--- config.mk ---
export PLATFORM = sky130hd
export DESIGN_NAME = avalon_reg_stage
export DESIGN_NICKNAME = d
export VERILOG_FILES = /design/src/verilog/local_mem_pkg.sv /design/src/verilog/avalon_reg_stage.sv
export VERILOG_INCLUDE_DIRS = /design/src /design/src/verilog
export SDC_FILE = /design/constraint.sdc
export NUM_CORES = 1
export LEC_CHECK = 0
export BUFFER_PORTS_ARGS = -buffer_cell sky130_fd_sc_hd__buf_2
export CAP_MARGIN = 0
export CORE_ASPECT_RATIO = 2
export CORE_MARGIN = 2
export CORE_UTILIZATION = 36
export CTS_CLUSTER_DIAMETER = 30
export DETAILED_ROUTE_END_ITERATION = 6
export PLACE_DENSITY = 0.93
export SLEW_MARGIN = 30
export SYNTH_ARGS = -nofsm -noshare
export SYNTH_HDL_FRONTEND = slang
export SYNTH_SLANG_ARGS = --single-unit
--- constraint.sdc ---
create_clock -name tgt_mem_afu_clk -period 0.8 [get_ports tgt_mem_afu_clk]
set_input_delay 0.16 -clock tgt_mem_afu_clk [delete_from_list [all_inputs] [get_ports tgt_mem_afu_clk]]
set_output_delay 0.16 -clock tgt_mem_afu_clk [all_outputs]
set_load 0.01 [all_outputs]
--- src/verilog/local_mem_cfg.svh ---
// Local memory configuration: widths, bank geometry, bank timing and pipeline defaults
`ifndef LOCAL_MEM_CFG_SVH
`define LOCAL_MEM_CFG_SVH

// ====================
// Bus geometry
// ====================

// Word address width, 256 words in the bank
`define LOCAL_MEM_ADDR_WIDTH 8
`define LOCAL_MEM_DATA_WIDTH 32
// One enable per byte of the data word
`define LOCAL_MEM_BE_WIDTH 4

// ====================
// Buffering and timing
// ====================

// Entries in the accelerator-facing command FIFO
`define LOCAL_MEM_CMD_FIFO_DEPTH 4
// Minimum entries in the bank's input queue
`define LOCAL_MEM_QUEUE_DEPTH 16
// Cycles from service of a read to its data leaving the bank
`define LOCAL_MEM_READ_LATENCY 2
// Refresh repeats with this period and blocks service for the window length
`define LOCAL_MEM_REFRESH_INTERVAL 64
`define LOCAL_MEM_REFRESH_CYCLES 6

// Register stages inserted between the command buffer and the bank
`define LOCAL_MEM_SUGGESTED_REG_STAGES 2

`endif

--- src/verilog/local_mem_pkg.sv ---
// Local memory package: address, data and byte-enable types shared by the memory RTL

`include "local_mem_cfg.svh"

package local_mem_pkg;

    // ====================
    // Bus field types
    // ====================

    // Word address into the bank
    typedef logic [`LOCAL_MEM_ADDR_WIDTH-1:0] mem_addr_t;

    // One data word, the only transfer size on this port
    typedef logic [`LOCAL_MEM_DATA_WIDTH-1:0] mem_data_t;

    // Byte enables, bit b covers data bits 8*b+7 down to 8*b
    typedef logic [`LOCAL_MEM_BE_WIDTH-1:0] mem_be_t;

endpackage

--- src/verilog/avalon_reg_stage.sv ---
// Timing register stage: commands forward, read responses and almost-full backward

module avalon_reg_stage
    import local_mem_pkg::*;
(
    input  logic      tgt_mem_afu_clk,
    input  logic      reset,

    // Command path, buffer side in and bank side out
    input  logic      in_cmd_valid,
    input  logic      in_cmd_write,
    input  mem_addr_t in_cmd_address,
    input  mem_data_t in_cmd_writedata,
    input  mem_be_t   in_cmd_byteenable,
    output logic      out_cmd_valid,
    output logic      out_cmd_write,
    output mem_addr_t out_cmd_address,
    output mem_data_t out_cmd_writedata,
    output mem_be_t   out_cmd_byteenable,

    // Return path, bank side in and buffer side out
    input  logic      in_rsp_valid,
    input  mem_data_t in_rsp_data,
    input  logic      in_almfull,
    output logic      out_rsp_valid,
    output mem_data_t out_rsp_data,
    output logic      out_almfull
);

    // No stall logic here, the bank reserves room for whatever is in flight
    always_ff @(posedge tgt_mem_afu_clk)
    begin
        if (reset)
        begin
            out_cmd_valid <= 1'b0;
            out_rsp_valid <= 1'b0;
            out_almfull   <= 1'b0;
        end
        else
        begin
            out_cmd_valid <= in_cmd_valid;
            out_rsp_valid <= in_rsp_valid;
            out_almfull   <= in_almfull;
        end
    end

    // Payload registers follow their valid bits
    always_ff @(posedge tgt_mem_afu_clk)
    begin
        out_cmd_write      <= in_cmd_write;
        out_cmd_address    <= in_cmd_address;
        out_cmd_writedata  <= in_cmd_writedata;
        out_cmd_byteenable <= in_cmd_byteenable;
        out_rsp_data       <= in_rsp_data;
    end

endmodule

==> results of run 1 <==
==> metrics by stage <==
step                utilization  area [um^2]  hold slack (ns)  setup WS [ns]  std cells
finish                    0.883         3830           0.0417         -0.157        393
global route              0.883         3830           0.0542         -0.192        393
CTS                       0.827         3590           0.0247         -0.163        392
detailed placement        0.575         2490            0.264          0.207        298
global placement          0.575         2490            0.262          0.217        298
floorplan                     -         1620            0.188          0.309         83
==> path summary, 6_finish.rpt <==
check | startpoint | end | slack, ns | cells after the start
setup / recovery | out_cmd_address[2]$_DFF_P_ | out_cmd_address[2] | -0.16 | 1
hold / removal | in_cmd_valid | out_cmd_valid$_SDFF_PP0_ | 0.04 | 2
==> final cells by class <==
cell class	count	area, um^2	area share
timing repair buffer	239	1860	0.484
sequential	80	1660	0.432
clock buffer	12	155	0.0405
clock inverter	4	76.3	0.0199
tap	54	67.6	0.0176
multi-input combinational	3	18.8	0.00490
antenna	1	2.50	0.000653
==> kinds of logic after synthesis <==
logic type | count (synthesis) | share of synthesized area
flops | 80 | 0.988
simple gates | 3 | 0.0116
==> per-layer routing <==
layer / up-vias / track usage / wire length (um)
li1: 756 / - / -
met1: 737 / 0.224 / 2190
met2: 92 / 0.461 / 4040
met3: 23 / 0.0697 / 381
met4: 0 / 0.166 / 324
met5: - / 0 / 0
==> cells in the final DEF (no fill, tap or decap) <==
| cell type | count |
|---|---|
| nor2b_1 | 3 |
| clkbuf_1 | 1 |
| clkbuf_8 | 11 |
| clkinv_4 | 1 |
| bufinv_16 | 2 |
| dfxtp_2 | 43 |
| dfxtp_1 | 37 |
| diode_2 | 1 |
| buf_2 | 118 |
| dlygate4sd3_1 | 78 |
| buf_6 | 43 |
| clkinvlp_4 | 1 |
==> state kept, by name (all words and copies together) (netlist names) <==
| register | cells |
|---|---|
| out_almfull | 1 |
| out_rsp_valid | 1 |
| out_cmd_writedata | 32 |
| out_cmd_write | 1 |
| out_cmd_valid | 1 |
| out_cmd_address | 8 |
| out_rsp_data | 32 |
| out_cmd_byteenable | 4 |
==> power by group through the flow <==
stage	combinational (mW)	sequential (mW)	clock (mW)
finish	1.00	4.31	3.32
global route	1.05	4.32	3.54
detailed placement	0.532	4.34	0
CTS	0.863	4.26	3.32
floorplan	0.00495	4.46	0
global placement	0.514	4.32	0
==> what timing repair did <==
action                                  4_1_cts  5_1_grt
gates resized for setup                      22       65
endpoints found under the setup margin       80       80
buffers inserted                              0        0
hold buffers                                 78        0
hold endpoints to repair                     78        0
gates cloned                                  0        0
==> reports/results.txt, run 1 <==
Post-synth top cells - dfxtp_1, nor2b_1
Clk sink count - 80
WP buf/inv - 1
Sw Share - 0.211
Die Span X - 51.4 um
Syn Area/Cell - 19.5 um^2
CP arrival - 0.80 ns
GRT Overall Usage - 0.251
Final Cycle Share - 1.20
Worst-margin pin slew - 0.102 ns
Critical Path RT - 0.64 ns
Post-Syn Area - 1620 um^2
Post-Syn Nets - 165
CTS root buffer - clkbuf_8
Iteration-0 DRC Markers - 19
Failing checks - negative setup slack
Clk buf depth - 2
Largest delay contributor family on the critical path - flip-flops
Critical path, cell by cell - buf_2
Final Power - 8.63 mW
Slowest CP cell - dfxtp_1
Flop pwr share - 0.499
CTS tree - yes
Pins over their slew limit - 0
Top_reg_cell synth - dfxtp_1
First-pass GRT wire length - 9050 um
Setup crit start kind - flip-flop
Post-synth EDFFs - 0
Core box area - 4340 um^2
Height of the die - 98.9 um
Total gr overflow - 0
Fillcell total - 201
Final-stage net count - 415
WL final - 6940 um
Post-synthesis sequential area ratio - 0.988
CTS Buf Count - 9
Most common cell in the synthesized netlist - dfxtp_1
Synth top area share - 0.988
Internal power - 6.81 mW
Routability cong. - 0.634
Final Worst Setup Slack - -0.157 ns
I/O pin total - 162
RSZ-0062 raised after global routing - yes
Fmax - 1.04 GHz
Clk slew on worst S/H paths - 0.08 ns
Initial Utilization - 0.373
Slew margin rel. - 0.932
Residual DRC - 0
Type of the worst min-delay path - in2reg
Clock group share of total power - 0.385
Crit. End Element - primary output
Combinational power share - 0.116
Vias per cell - 4.09
Max FO, Critical Path - 1
Htree depth - 3
Synth Instances - 83
Drt pass-1 iters - 3
CP max stage delay - 0.33 ns
Synth-to-layout area growth - 136%
Setup TNS - -10.31 ns
Final setup viols - 80
Post-route minimum period - 0.957 ns
Largest net degree at the start of global routing - 14
IO buf count - 161
Via Count - 1,608
Share of cells above drive strength 1 - 0.648
Routed wire length per instance - 17.6 um
Maximum vdd drop - 2060 uV
Critical setup path kind - reg2out
Power Density - 2250 nW/um^2
P_leak - 1.85 nW
Cell taking the most area after synthesis - dfxtp_1
Net Sw Power - 1.82 mW
Vias in the first global route - 1,861
Distinct cells, synth - 2
Synth async-reset ratio - 0
Yosys warns - 0
Endpoints failing hold - 0
Initial antenna violation count - 1
Largest cells by area after synthesis - dfxtp_1, nor2b_1
Flops & latches, synth - 80
Routed Antenna Nets - 0
Outcome - finished with violations
Cell row count - 34
Max Cap Viol - 0
Dpl hpwl - 3310 um
Die Area - 5090 um^2
Power figures use the tool's default switching activity.
==> run 2: changes to the inputs <==
- BUFFER_PORTS_ARGS: -buffer_cell sky130_fd_sc_hd__buf_2 -> unset
- CORE_AREA: unset -> 2 2 62 64
- CORE_ASPECT_RATIO: 2 -> unset
- CORE_MARGIN: 2 -> unset
- CORE_UTILIZATION: 36 -> unset
- DIE_AREA: unset -> 0 0 64 66
- DONT_BUFFER_PORTS: unset -> 1
- GPL_ROUTABILITY_DRIVEN: unset -> 0
- PLACE_DENSITY: 0.93 -> 0.72
==> reports/results.txt, run 2 (synthesized netlist as in run 1, its figures left out) <==
CTS root buffer - clkbuf_4
# diodes - 0
Largest regs - out_cmd_writedata x32, out_rsp_data x32, out_cmd_address x8
Flop pwr share - 0.649
Critical setup path kind - reg2out
GRT Overall Usage - 0.225
Setup Fix Bufs, Post-CTS - 0
Clk slew on worst S/H paths - 0.13 ns
Worst-margin pin slew - 0.183 ns
Final Cycle Share - 1.20
Htree depth - 3
Clk buf depth - 2
Placement Setup Slack - 0.267 ns
Register area - 1720 um^2
Initial Utilization - 0.456
Vias in the first global route - 1,110
Internal power - 5.23 mW
Critical Path RT - 0.64 ns
Outcome - finished with violations
Endpoints failing hold - 0
Crit. End Element - primary output
First-pass GRT wire length - 6310 um
CTS Buf Count - 9
Share of cells above drive strength 1 - 0.533
WL final - 4650 um
Die Area - 4220 um^2
Initial antenna violation count - 0
Multi-input logic area - 18.8 um^2
Max FO, Critical Path - 1
Pins over their slew limit - 0
Post-route minimum period - 0.963 ns
Height of the die - 66 um
Routed Antenna Nets - 0
Total gr overflow - 0
Maximum vdd drop - 1600 uV
RSZ-0062 raised after global routing - yes
Core box area - 3550 um^2
Power Density - 2510 nW/um^2
Sw Share - 0.237
Most common cell after layout, fill and taps aside - dlygate4sd3_1
I/O pin total - 162
Final setup viols - 80
Net Sw Power - 1.63 mW
IO buf count - 0
Most frequent cells in the layout - dlygate4sd3_1, dfxtp_2, clkbuf_4, dfxtp_4, nor2b_1
Die Span X - 64 um
Final Worst Setup Slack - -0.163 ns
Iteration-0 DRC Markers - 46
Clk sink count - 80
P_leak - 1.09 nW
Layout Utilization - 0.769
Via Count - 1,004
Fillcell total - 195
Synth-to-layout area growth - 68.6%
Largest net degree at the start of global routing - 15
Max Cap Viol - 0
Cell row count - 22
Combinational power share - 0.049
Routed wire length per instance - 20.4 um
CTS tree - yes
Slew margin rel. - 0.878
Failing checks - negative setup slack
Final Power - 6.86 mW
Vias per cell - 4.40
Setup crit start kind - flip-flop
Final-stage net count - 257
Type of the worst min-delay path - in2reg
CP arrival - 0.80 ns
Residual DRC - 0
Drt pass-1 iters - 4
Clock group share of total power - 0.302
Fmax - 1.04 GHz
-- run 2: cell count changes in the layout (fill, tap and decap cells not counted), sizes merged --
cell	change
inv	+1
clkbuf	-2
dlygate4sd3	+3
buf	-161
clkinv	+3
bufinv	-2
diode	-1
-- run 2: cell type report --
type | instances | share of cell area
flip-flops and latches | 80 | 0.628
multi-input cells | 3 | 0.00687
well taps | 48 | 0.0220
clock inverters | 6 | 0.0160
repair buffers | 81 | 0.297
clock buffers | 10 | 0.0298
-- run 2: power by group through the flow --
stage	Sequential [mW]	Combinational, mW	Clock (mW)
floorplan	4.46	0.00495	0
global placement	4.49	0.00550	0
detailed placement	4.49	0.00653	0
CTS	4.45	0.320	2.08
global route	4.47	0.356	2.28
finish	4.45	0.334	2.07
-- run 2: timing repair --
item,CTS,global route
endpoints found under the hold margin,80,0
resized for setup,80,6
hold buffers,81,0
gates cloned,0,0
setup endpoints to repair,80,80
-- run 2: per-layer routing --
metal / up-vias / global-route usage / wire length, um
met2: 107 / 0.392 / 2430
li1: 445 / - / -
met3: 17 / 0.124 / 605
met5: - / 0 / 0
met1: 435 / 0.178 / 1430
met4: 0 / 0.193 / 190
-- run 2: per-stage QoR --
| stage | hold slack, ns | cell area [um^2] | setup TNS [ns] | cells |
|---|---|---|---|---|
| global placement | 0.188 | 1680 | 0 | 131 |
| CTS | 0.253 | 2720 | -13.03 | 228 |
| finish | 0.287 | 2730 | -10.44 | 228 |
| floorplan | 0.188 | 1620 | 0 | 83 |
| detailed placement | 0.188 | 1680 | 0 | 131 |
| global route | 0.254 | 2730 | -13.67 | 228 |
-- run 2: worst paths after layout --
check  slack, ns                             to              startpoint  cells past startpoint
max        -0.16                    out_almfull  out_almfull$_SDFF_PP0_                      0
min         0.29  out_cmd_writedata[28]$_DFF_P_    in_cmd_writedata[28]                      1
==> run 3: changes to the inputs <==
- CORE_AREA: 2 2 62 64 -> 2 2 63 65
- DIE_AREA: 0 0 64 66 -> 0 0 65 67
- PLACE_DENSITY: 0.72 -> 0.71
==> reports/results.txt, run 3 (synthesized netlist as in run 1, its figures left out) <==
Outcome - finished with violations
Failing checks - negative setup slack
Fmax - 1.15 GHz
Clk buf depth - 2
Post-route minimum period - 0.871 ns
Final setup viols - 80
Crit. End Element - primary output
Iteration-0 DRC Markers - 28
# diodes - 0
Vias in the first global route - 1,118
Final Worst Setup Slack - -0.0705 ns
Total gr overflow - 0
Initial antenna violation count - 0
Final-stage net count - 257
Final Cycle Share - 1.09
Core box area - 3610 um^2
Placed cell count - 131
Max FO, Critical Path - 1
Synth-to-layout area growth - 71.0%
Die Area - 4360 um^2
Clk sink count - 80
Critical setup path kind - reg2out
P_leak - 1.11 nW
Vias per cell - 4.44
CTS Buf Count - 9
First-pass GRT wire length - 6290 um
Via Count - 1,012
Die Span X - 65 um
Final hold slack - 0.363 ns
Clk slew on worst S/H paths - 0.08 ns
Slew margin rel. - 0.922
RSZ-0062 raised after global routing - yes
Layout Utilization - 0.769
Most common cell after layout, fill and taps aside - dlygate4sd3_1
Max Cap Viol - 0
Endpoints failing hold - 0
Height of the die - 67 um
Type of the worst min-delay path - in2reg
Largest regs - out_cmd_writedata x32, out_rsp_data x32, out_cmd_address x8
Worst-margin pin slew - 0.116 ns
Share of cells above drive strength 1 - 0.533
Cell row count - 22
Critical Path RT - 0.64 ns
GRT Overall Usage - 0.219
Routed wire length per instance - 19.9 um
WL final - 4540 um
Fillcell total - 208
CTS root buffer - clkbuf_8
Setup TNS - -3.95 ns
Maximum vdd drop - 1530 uV
Largest net degree at the start of global routing - 15
Placement Setup Slack - 0.273 ns
Setup crit start kind - flip-flop
Multi-input logic area - 18.8 um^2
CP arrival - 0.71 ns
CTS tree - yes
Residual DRC - 0
Initial Utilization - 0.449
I/O pin total - 162
Non-filler cells in the finished layout - 228
Drt pass-1 iters - 2
IO buf count - 0
Register area - 1700 um^2
Setup Fix Bufs, Post-CTS - 0
Power Density - 2660 nW/um^2
Htree depth - 3
Routed Antenna Nets - 0
Pins over their slew limit - 0
Most frequent cells in the layout - dlygate4sd3_1, dfxtp_2, clkbuf_8, nor2b_1
run 3: cell count changes in the layout (fill, tap and decap cells not counted):
cell and delta:
clkbuf_4 -9, clkbuf_8 +9, clkinv_4 -1, clkinvlp_4 +1, dfxtp_2 +6, dfxtp_4 -6
run 3: final timing paths:
check | start | to | cells after the start
worst min-delay path | in_rsp_data[21] | out_rsp_data[21]$_DFF_P_ | 1
worst max-delay path | out_cmd_address[3]$_DFF_P_ | out_cmd_address[3] | 0
run 3: per-stage QoR:
step / instance area [um^2] / power (mW)
2_1_floorplan: 1620 / 4.46
3_5_place_dp: 1680 / 4.50
5_1_grt: 2770 / 7.71
6_report: 2770 / 7.38
3_3_place_gp: 1680 / 4.49
4_1_cts: 2770 / 7.41
run 3: repair_timing:
item	in CTS	in global routing
hold buffers	81	0
resized for setup	80	0
hold endpoints to repair	80	0
cloned	0	0
endpoints found under the setup margin	80	80
run 3: layer usage:
layer / up-vias / GRT usage / wire length [um]
met3: 16 / 0.120 / 521
met4: 0 / 0.165 / 175
met2: 98 / 0.402 / 2510
met5: - / 0 / 0
li1: 439 / - / -
met1: 459 / 0.168 / 1330
run 3: area by class of cell:
cell class | instances | area share
clock inverters | 6 | 0.0153
clock buffers | 10 | 0.0497
repair buffers | 81 | 0.293
well taps | 48 | 0.0217
flip-flops and latches | 80 | 0.614
multi-input cells | 3 | 0.00677
run 3: power breakdown:
group	switching (mW)	internal, mW	total (mW)
clock	1.38	1.21	2.59
combinational	0.0642	0.266	0.330
sequential	0.209	4.24	4.45
total	1.65	5.72	7.38
