$ cat src/verilog/local_mem_cfg.svh
// Local memory configuration: widths, bank geometry, bank timing and pipeline defaults
`ifndef LOCAL_MEM_CFG_SVH
`define LOCAL_MEM_CFG_SVH

// ====================
// Bus geometry
// ====================

// Word address width, 256 words in the bank
`define LOCAL_MEM_ADDR_WIDTH 8
`define LOCAL_MEM_DATA_WIDTH 32
// One enable per byte of the data word
`define LOCAL_MEM_BE_WIDTH 4

// ====================
// Buffering and timing
// ====================

// Entries in the accelerator-facing command FIFO
`define LOCAL_MEM_CMD_FIFO_DEPTH 4
// Minimum entries in the bank's input queue
`define LOCAL_MEM_QUEUE_DEPTH 16
// Cycles from service of a read to its data leaving the bank
`define LOCAL_MEM_READ_LATENCY 2
// Refresh repeats with this period and blocks service for the window length
`define LOCAL_MEM_REFRESH_INTERVAL 64
`define LOCAL_MEM_REFRESH_CYCLES 6

// Register stages inserted between the command buffer and the bank
`define LOCAL_MEM_SUGGESTED_REG_STAGES 2

`endif

$ cat src/verilog/local_mem_pkg.sv
// Local memory package: address, data and byte-enable types shared by the memory RTL

`include "local_mem_cfg.svh"

package local_mem_pkg;

    // ====================
    // Bus field types
    // ====================

    // Word address into the bank
    typedef logic [`LOCAL_MEM_ADDR_WIDTH-1:0] mem_addr_t;

    // One data word, the only transfer size on this port
    typedef logic [`LOCAL_MEM_DATA_WIDTH-1:0] mem_data_t;

    // Byte enables, bit b covers data bits 8*b+7 down to 8*b
    typedef logic [`LOCAL_MEM_BE_WIDTH-1:0] mem_be_t;

endpackage

$ cat src/verilog/avalon_cmd_buffer.sv
// Avalon command buffer: absorbs waitrequest traffic and issues commands under almost-full

`include "local_mem_cfg.svh"

module avalon_cmd_buffer
    import local_mem_pkg::*;
(
    input  logic      tgt_mem_afu_clk,
    input  logic      reset,

    // Accelerator side, standard Avalon with waitrequest
    input  logic      read,
    input  logic      write,
    input  mem_addr_t address,
    input  mem_data_t writedata,
    input  mem_be_t   byteenable,
    output logic      waitrequest,

    // Pipeline side, no handshake beyond the delayed almost-full
    input  logic      almfull,
    output logic      cmd_valid,
    output logic      cmd_write,
    output mem_addr_t cmd_address,
    output mem_data_t cmd_writedata,
    output mem_be_t   cmd_byteenable
);

    localparam int DEPTH = `LOCAL_MEM_CMD_FIFO_DEPTH;
    localparam int CNT_W = $clog2(DEPTH + 1);
    localparam int PTR_W = $clog2(DEPTH);
    localparam logic [CNT_W-1:0] FULL_CNT = CNT_W'(DEPTH);
    localparam logic [PTR_W-1:0] PTR_LAST = PTR_W'(DEPTH - 1);

    // Command storage, one entry per accepted Avalon command
    logic      fifo_write [DEPTH];
    mem_addr_t fifo_address [DEPTH];
    mem_data_t fifo_writedata [DEPTH];
    mem_be_t   fifo_byteenable [DEPTH];

    logic [PTR_W-1:0] wr_ptr;
    logic [PTR_W-1:0] rd_ptr;
    logic [CNT_W-1:0] count;
    logic [CNT_W-1:0] count_next;
    logic             push;
    logic             pop;

    // ====================
    // Waitrequest side
    // ====================

    // An Avalon command is taken on any cycle where waitrequest is low
    assign push = (read | write) & ~waitrequest;

    // ====================
    // Almost-full side
    // ====================

    // The head leaves only while the bank still reports room downstream
    // This is the point where waitrequest turns into the almost-full protocol
    assign pop = (count != '0) & ~almfull;

    always_comb
    begin
        count_next = count;
        if (push && !pop)
        begin
            count_next = count + 1'b1;
        end
        else if (!push && pop)
        begin
            count_next = count - 1'b1;
        end
    end

    always_ff @(posedge tgt_mem_afu_clk)
    begin
        if (reset)
        begin
            wr_ptr      <= '0;
            rd_ptr      <= '0;
            count       <= '0;
            waitrequest <= 1'b0;
            cmd_valid   <= 1'b0;
        end
        else
        begin
            if (push)
            begin
                wr_ptr <= (wr_ptr == PTR_LAST) ? '0 : wr_ptr + 1'b1;
            end
            if (pop)
            begin
                rd_ptr <= (rd_ptr == PTR_LAST) ? '0 : rd_ptr + 1'b1;
            end
            count <= count_next;
            // Registered, so it rises in the cycle after the last slot fills
            waitrequest <= (count_next == FULL_CNT);
            // The output register holds a command for exactly one cycle
            cmd_valid <= pop;
        end
    end

    // Payload path, qualified by the valid flags above
    always_ff @(posedge tgt_mem_afu_clk)
    begin
        if (push)
        begin
            fifo_write[wr_ptr]      <= write;
            fifo_address[wr_ptr]    <= address;
            fifo_writedata[wr_ptr]  <= writedata;
            fifo_byteenable[wr_ptr] <= byteenable;
        end
        if (pop)
        begin
            cmd_write      <= fifo_write[rd_ptr];
            cmd_address    <= fifo_address[rd_ptr];
            cmd_writedata  <= fifo_writedata[rd_ptr];
            cmd_byteenable <= fifo_byteenable[rd_ptr];
        end
    end

endmodule

$ cat config.mk
export PLATFORM = sky130hd
export DESIGN_NAME = avalon_cmd_buffer
export DESIGN_NICKNAME = d
export VERILOG_FILES = /design/src/verilog/local_mem_pkg.sv /design/src/verilog/avalon_cmd_buffer.sv
export VERILOG_INCLUDE_DIRS = /design/src /design/src/verilog
export SDC_FILE = /design/constraint.sdc
export NUM_CORES = 1
export LEC_CHECK = 0
export BUFFER_PORTS_ARGS = -buffer_cell sky130_fd_sc_hd__buf_2
export CORE_MARGIN = 2
export CORE_UTILIZATION = 30
export CTS_BUF_LIST = sky130_fd_sc_hd__clkbuf_4 sky130_fd_sc_hd__clkbuf_8
export DETAILED_ROUTE_END_ITERATION = 6
export GPL_TIMING_DRIVEN = 0
export SLEW_MARGIN = 5
export SYNTH_ARGS = -nofsm -noshare
export SYNTH_HDL_FRONTEND = slang
export SYNTH_SLANG_ARGS = --single-unit
$ cat constraint.sdc
create_clock -name tgt_mem_afu_clk -period 3 [get_ports tgt_mem_afu_clk]
set_clock_uncertainty 0.2 [all_clocks]
set_input_delay 0.9 -clock tgt_mem_afu_clk [delete_from_list [all_inputs] [get_ports tgt_mem_afu_clk]]
set_output_delay 0.9 -clock tgt_mem_afu_clk [all_outputs]
set_load 0.02 [all_outputs]
==> impl_results.md, run 1 <==
- Netlist Area Pre-Place: 0.008377 mm^2
- HP Start: wr_ptr[1]
- Layout cells sized above 1: 44.23%
- Unique masters post-synth: 28
- Vertical die dimension: 171.1 um
- Clk slew on worst S/H paths: 60 ps
- Final core occ: 36.98%
- Kind of critical path: reg2reg
- Yosys Warn Count: 0
- Reg2reg setup slack: 610 ps
- Resized cells post-CTS: 0
- Vias per cell: 4.248
- Placed instance area: 0.009425 mm^2
- Most common library cell in the layout ignoring fill and taps: edfxtp_1
- First drt pass iteration count: 4
- DIE AREA: 0.02928 mm^2
- Max Root-Sink Buffers: 3
- Min-Delay Path Depth: 2
- CTS tree: done
- Die X: 171.1 um
- Largest net degree at the start of global routing: 33
- Final wirelength: 15730 um
- CTS Sinks: 234
- Final ANT Viol Nets: 0
- CP arrival: 2380 ps
- DRC Markers: 0
- Ports: 96
- Final count of pins violating max slew: 0
- Post-synthesis sequential area ratio: 82.81%
- Antenna violations before repair: 2
- Routability congestion estimate: 0.6710
- Placed insts: 820
- Total GRT Usage: 10.91%
- Post-Syn Nets: 400
- Via count: 3785
- Seq pwr share: 49.4%
- Clock Power Share: 31.1%
- First-pass GRT wire length: 23600 um
- R2R depth: 7
- Sw Share: 26.64%
- Worst-Margin Slew: 780.3 ps
- Total congestion overflow: 0
- Area growth syn-to-layout: 21.97%
- Post-CTS setup buffer count: 0
- Worst-path fanout max: 32
- Non-filler cells, final: 891
- Row Count: 61
- Psw: 0.002394 W
- Int Power: 0.006591 W
- Crit path required time: 2990 ps
- Setup TNS: 0 ps
- Hold Vio Cnt, Final: 0
- Synthesis-stage register bit count: 234
- Period utilization: 79.76%
- Core box area: 0.02763 mm^2
- Rel. slew slack: 47.98%
- Logic pwr share: 19.5%
- Fin crit period: 2393 ps
- Number of CTS-inserted buffers: 40
- Port Buf Inserts: 94
- Cts hold-fix bufs: 0
- Vias in the first global route: 4271
- Outcome: finished, final reports clean
- Final setup violation count: 0
- Clock root cell: clkbuf_8
- DRT iter0 DRCs: 171
- Clock insertion delay at the later pin of the skew report: 520 ps
- Crit path launch type: flop
- DP HPWL: 9886 um
- Max-cap violations: 0
- Worst VDD drop: 0.3480 mV
- Wirelength per Cell: 17.66 um
- Worst R2R End: cmd_writedata[26]
- Hold Slack: 312.2 ps
- Crit. End Element: flop
- Synthesized area per cell: 24.42 um^2
- Instance count of the mapped netlist: 343
- Fin area: 0.01022 mm^2
- FMAX: 0.4179 GHz
- CTS HTree Levels: 2
- RSZ-0062 raised after global routing: no
- Cell Pwr Density: 879.3 mW/mm^2
- WHS Endpoint: wr_ptr[1]
- Most frequent cells in the layout: 225 x edfxtp_1, 98 x buf_2, 45 x mux4_2, 41 x clkbuf_8, 12 x clkbuf_4
- Leak: 3.431 nW
- Nets: 541
- Starting density of the core: 30.32%
- RR Startpoint: count[0]
- Min-Delay Path Class: reg2reg
cells in the mapped netlist:
master	number	area, um^2
or2_1	1	6.260
dfxtp_1	9	180.2
a21oi_1	5	25.02
nor3_1	2	10.01
and2_1	4	25.02
buf_1	4	15.01
a2111oi_2	1	15.01
buf_2	4	20.02
o21ba_4	1	16.27
nor2b_1	1	6.260
buf_6	1	11.26
ha_1	8	100.1
a211oi_1	1	7.510
edfxtp_1	225	6756
buf_4	3	22.52
a311oi_1	1	8.760
o211ai_1	1	7.510
o21ai_2	1	8.760
o21bai_1	1	7.510
nor2_1	6	22.52
a31oi_1	1	6.260
xnor2_1	2	17.52
or3_1	1	6.260
inv_1	5	18.77
o21ai_0	1	5.000
mux4_2	45	1013
nand2_1	7	26.28
nor2_4	1	11.26
metal layers:
| metal | vias to the layer above | wire (um) | global-route usage, % |
|---|---|---|---|
| met5 | - | 0 | 0 |
| met1 | 1936 | 6359 | 12.35 |
| li1 | 1722 | - | - |
| met2 | 98 | 8054 | 19.34 |
| met4 | 0 | 348 | 3.906 |
| met3 | 29 | 971 | 3.470 |
flip-flops by register name (all words and copies together), names as in the netlist:
signal,count
cmd_address,8
cmd_byteenable,4
cmd_valid,1
cmd_write,1
cmd_writedata,32
count,3
fifo_address,32
fifo_byteenable,16
fifo_write,4
fifo_writedata,128
rd_ptr,2
waitrequest,1
wr_ptr,2
kinds of logic (layout without fill, tap and decap cells):
logic type | Yosys count | in the layout | share of synthesized area, %
other | 0 | 2 | 0
adder cells (fa/ha/maj) | 8 | 8 | 1.195
multiplexers | 45 | 45 | 12.10
AO/OA/AOI/OAI | 14 | 14 | 1.285
buffers and inverters | 17 | 185 | 1.046
XOR/XNOR | 2 | 2 | 0.2091
flip-flops | 234 | 234 | 82.81
AND/OR/NAND/NOR | 23 | 23 | 1.359
worst max path at each step:
stage | start | end | slack, ps
final | count[0] | cmd_writedata[26] | 610
after global routing | count[0] | cmd_writedata[26] | 440
after CTS | count[0] | cmd_writedata[26] | 560
after detailed placement | write | fifo_writedata[2][8] | 190
after global placement | write | fifo_writedata[1][9] | -930
after floorplan | write | fifo_address[0][0] | 200
metrics by stage:
stage / setup WS (ps) / total power (W)
after floorplan: 202.2 / 0.005661
after global placement: -933.0 / 0.006196
after detailed placement: 192.9 / 0.006324
after CTS: 563.3 / 0.009173
after global routing: 435.3 / 0.009436
final: 607.3 / 0.008984
cell type report:
cell class	instances	area, um^2
Antenna cell	2	5.005
Buffer	12	68.82
Clock buffer	53	654.4
Clock inverter	16	132.6
Fill cell	2555	17410
Inverter	5	18.77
Multi-Input combinational cell	92	1358
Sequential cell	234	6937
Tap cell	378	473.0
Timing Repair Buffer	99	570.5
worst max-delay path: stages (launching register included):
cell and delay, ps:
dfxtp_1 440, inv_1 100, ha_1 200, nor2b_1 160
or2_1 220, buf_6 140, inv_2 320, buf_12 290
power groups by stage:
stage / Clock [W] / Sequential, W / Combinational [W]
floorplan: 0 / 0.00474 / 0.000923
global placement: 0 / 0.00453 / 0.00167
detailed placement: 0 / 0.00451 / 0.00181
CTS: 0.00291 / 0.00445 / 0.00181
global route: 0.00304 / 0.00449 / 0.00191
finish: 0.00280 / 0.00444 / 0.00175
(Power assumes the default switching activity.)
==> run 2, diff against run 1 <==
- clock period: 3 -> 2.45 ns (I/O delays scaled with it)
==> impl_results.md, run 2 (synthesis gave the netlist of run 1 again) <==
- Nets: 542
- Final count of pins violating max slew: 0
- Min-Delay Path Class: in2reg
- Core box area: 0.02763 mm^2
- Ports: 96
- Port Buf Inserts: 94
- Final ANT Viol Nets: 0
- Largest registers: fifo_writedata (128), cmd_writedata (32), fifo_address (32)
- Critical path's largest stage delay: 400 ps
- Max Root-Sink Buffers: 3
- Vias per cell: 4.315
- Vertical die dimension: 171.1 um
- Fin crit period: 2304 ps
- Total GRT Usage: 11.35%
- Total congestion overflow: 0
- CTS Sinks: 234
- Clk slew on worst S/H paths: 60 ps
- Period utilization: 94.04%
- Final core occ: 36.72%
- Final wirelength: 16310 um
- Setup TNS: 0 ps
- DIE AREA: 0.02928 mm^2
- Largest net degree at the start of global routing: 46
- CTS tree: done
- Wirelength per Cell: 18.28 um
- Worst-path fanout max: 12
- Max-cap violations: 0
- Clock root cell: clkbuf_8
- Layout cells sized above 1: 44.16%
- Hold Vio Cnt, Final: 0
- Outcome: finished, final reports clean
- Via count: 3849
- Antenna violations before repair: 0
- Leak: 3.398 nW
- Final setup margin: 146.1 ps
- Max FFs per register: 128
- CP Buf/Inv Count: 3
- Crit path launch type: flop
- Clock insertion delay at the later pin of the skew report: 520 ps
- DP HPWL: 9031 um
- Placed insts: 815
- Top reg by flops: fifo_writedata
- Hold Slack: 223.1 ps
- Starting density of the core: 30.32%
- Pre-CTS setup slack: -571.0 ps
- Crit-path cells: inv_1 > ha_1 > nor2b_1 > or2_1 > buf_6 > clkinvlp_4
- Seq. cell area: 0.006937 mm^2
- Most common library cell in the layout ignoring fill and taps: edfxtp_1
- Fillers: 2605
- DRC Markers: 0
- Crit. End Element: flop
- Slowest cell on the critical path: clkinvlp_4
- Kind of critical path: reg2reg
- Rel. slew slack: 49.65%
- CTS HTree Levels: 2
- Die X: 171.1 um
- Non-filler cells, final: 892
- First-pass GRT wire length: 24470 um
- Crit path required time: 2380 ps
- Worst-Margin Slew: 755.3 ps
- FMAX: 0.4340 GHz
- Area growth syn-to-layout: 21.12%
- Worst VDD drop: 0.5393 mV
- Footprint of the multi-input gates: 0.001363 mm^2
- RSZ-0062 raised after global routing: no
- Diodes inserted: 0
- Routability congestion estimate: 0.6718
- Number of CTS-inserted buffers: 40
- First drt pass iteration count: 5
- Cell Pwr Density: 1079 mW/mm^2
- Final setup violation count: 0
- Most frequent cells in the layout: 225 x edfxtp_1, 98 x buf_2, 45 x mux4_2, 41 x clkbuf_8, 12 x clkbuf_4
- CP top delay family: buffers and inverters
- Row Count: 61
- Vias in the first global route: 4265
- DRT iter0 DRCs: 156
- CP arrival: 2240 ps
run 2: changes by cell type in the layout (fill, tap and decap cells not counted), sizes merged:
cell      previous run  this run
clkinvlp             3         6
buf                111       109
bufinv               2         1
diode                2         0
inv                  5         4
clkinv              11        15
run 2: power by group:
part	total, W	switching (W)	internal (W)
Sequential	0.00545	0.000182	0.00526
Combinational	0.00216	0.00132	0.000834
Clock	0.00334	0.00149	0.00185
Total	0.0109	0.00300	0.00795
run 2: per-stage QoR:
step | instance area (um^2) | total power [W]
2_1_floorplan | 8386 | 0.006926
3_3_place_gp | 9329 | 0.007565
3_5_place_dp | 9329 | 0.007676
4_1_cts | 10120 | 0.01114
5_1_grt | 10150 | 0.01150
6_report | 10150 | 0.01095
run 2: path summary, 6_finish.rpt:
| kind | from | endpoint | slack [ps] | cells past startpoint |
|---|---|---|---|---|
| hold reg to reg | wr_ptr[1] | wr_ptr[1] | 310 | 2 |
| hold / removal | writedata[2] | fifo_writedata[0][2] | 220 | 1 |
| setup reg to reg | count[1] | cmd_writedata[24] | 150 | 6 |
| setup / recovery | count[1] | cmd_writedata[24] | 150 | 6 |
run 2: final cells by class:
cell class | instances | share of cell area [%]
sequential | 234 | 68.37
multi-input combinational | 92 | 13.43
clock buffer | 53 | 6.450
timing repair buffer | 97 | 4.859
tap | 378 | 4.661
clock inverter | 18 | 1.110
buffer | 12 | 0.6783
inverter | 5 | 0.2220
timing repair inverter | 3 | 0.2220
run 2: what timing repair did:
action / CTS / global route
setup endpoints to repair: 46 / 2
hold buffers: 0 / 0
buffers inserted: 0 / 3
cloned: 3 / 0
resized for setup: 3 / 1
hold endpoints to repair: 0 / 0
run 2: per-layer routing:
metal | up-vias | track usage [%] | wire length [um]
met5 | - | 0 | 0
met4 | 0 | 4.127 | 335
met3 | 32 | 3.354 | 997
met2 | 110 | 19.93 | 8390
met1 | 1989 | 13.15 | 6585
li1 | 1718 | - | -
==> run 3, diff against run 2 <==
- ABC_CLOCK_PERIOD_IN_PS: unset -> 2450
- REMOVE_ABC_BUFFERS: unset -> 1
==> impl_results.md, run 3 (synthesis gave the netlist of run 1 again) <==
- Clock root cell: clkbuf_8
- Min-Delay Path Class: in2reg
- Wirelength per Cell: 17.59 um
- Worst setup path end: cmd_writedata[8]
- Final setup margin: 115.4 ps
- FMAX: 0.4283 GHz
- CTS HTree Levels: 2
- Cts hold-fix bufs: 0
- Vias in the first global route: 4221
- Worst VDD drop: 0.7256 mV
- Clock insertion delay at the later pin of the skew report: 520 ps
- Vias per cell: 4.290
- Row Count: 61
- Worst-Margin Slew: 769.5 ps
- Ports: 96
- Final core occ: 37.03%
- Largest net degree at the start of global routing: 46
- Number of CTS-inserted buffers: 39
- Port Buf Inserts: 95
- Final count of pins violating max slew: 0
- Outcome: finished, final reports clean
- Most frequent cells in the layout: 225 x edfxtp_1, 95 x buf_2, 45 x mux4_2, 40 x clkbuf_8, 9 x clkbuf_4
- Routability congestion estimate: 0.6267
- RSZ-0062 raised after global routing: no
- Core box area: 0.02763 mm^2
- Max FFs per register: 128
- RR Startpoint: count[0]
- DRC Markers: 0
- Total GRT Usage: 10.79%
- Critical path origin: count[0]
- DIE AREA: 0.02928 mm^2
- Crit. End Element: flop
- Kind of critical path: reg2reg
- Leak: 3.424 nW
- Total congestion overflow: 0
- First-pass GRT wire length: 23630 um
- R2R depth: 6
- Worst R2R End: cmd_writedata[8]
- First drt pass iteration count: 4
- Starting density of the core: 30.32%
- CP arrival: 2340 ps
- Most common library cell in the layout ignoring fill and taps: edfxtp_1
- Fin crit period: 2335 ps
- Crit path required time: 2450 ps
- Final setup violation count: 0
- CTS tree: done
- Die X: 171.1 um
- Hold Vio Cnt, Final: 0
- Resized cells post-CTS: 1
- Post-CTS setup buffer count: 0
- Worst-path fanout max: 32
- Post-layout total power: 0.01127 W
- CTS Sinks: 234
- Area growth syn-to-layout: 22.14%
- Antenna violations before repair: 1
- Final wirelength: 15480 um
- Max-cap violations: 0
- Period utilization: 95.29%
- Top reg by flops: fifo_writedata
- DRT iter0 DRCs: 259
- Final ANT Viol Nets: 0
- Setup TNS: 0 ps
- Rel. slew slack: 48.70%
- Vertical die dimension: 171.1 um
- Pre-CTS setup slack: -55.70 ps
- DP HPWL: 8900 um
- Reg2reg setup slack: 120 ps
- Max Root-Sink Buffers: 3
- Layout cells sized above 1: 43.51%
- Clk slew on worst S/H paths: 70 ps
- Largest registers: fifo_writedata (128), cmd_writedata (32), fifo_address (32)
- Cell Pwr Density: 1101 mW/mm^2
- Nets: 528
- Crit path launch type: flop
- Via count: 3775
==> run 3: changes by cell type in the layout (fill, tap and decap cells not counted), moves of 2 or more <==
cell / before / now
buf_1: 4 / 0
clkbuf_4: 12 / 9
buf_4: 6 / 0
buf_2: 98 / 95
inv_6: 0 / 2
clkinvlp_4: 6 / 1
dfxtp_1: 9 / 7
clkinv_1: 6 / 8
buf_16: 0 / 3
clkinv_2: 9 / 7
bufinv_16: 1 / 5
==> run 3: worst max-delay path: stages (launching register included) <==
cell and delay (ps):
dfxtp_1 440, inv_1 110, ha_1 210, nor2b_1 170, or2_1 370, inv_6 240, buf_12 250
==> run 3: how the worst min path moves through the flow <==
stage | end | start | cells past startpoint
global route | fifo_writedata[3][14] | writedata[14] | 1
floorplan | wr_ptr[1] | wr_ptr[1] | 2
CTS | fifo_writedata[3][14] | writedata[14] | 1
global placement | wr_ptr[1] | wr_ptr[1] | 2
detailed placement | wr_ptr[1] | wr_ptr[1] | 2
finish | fifo_writedata[3][1] | writedata[1] | 1
==> run 3: through the flow <==
step,instance area (um^2),hold WS [ps],instances
after floorplan,8308,263.1,331
after global placement,9256,290.5,804
after detailed placement,9374,295.7,808
after CTS,10230,181.0,879
after global routing,10230,188.7,879
final,10230,222.2,880
==> run 3: area by class of cell <==
type	count	area, um^2
Timing Repair Buffer	99	578.1
Tap cell	378	473.0
Multi-Input combinational cell	92	1363
Inverter	5	23.77
Clock buffer	49	618.1
Sequential cell	234	6942
Clock inverter	22	231.5
Antenna cell	1	2.502
Fill cell	2541	17400
==> run 3: report_power, final <==
part	internal, W	leakage (nW)	switching, W
Combinational	0.000832	0.814	0.00122
Clock	0.00220	0.444	0.00151
Sequential	0.00527	2.17	0.000239
Total	0.00830	3.42	0.00297
==> run 3: routing by layer <==
metal	global-route usage, %	share of wire [%]	vias to the layer above
li1	-	-	1695
met1	13.48	43	1927
met2	17.64	48	114
met3	3.655	6.9	39
met4	3.574	2.6	0
met5	0	0	-
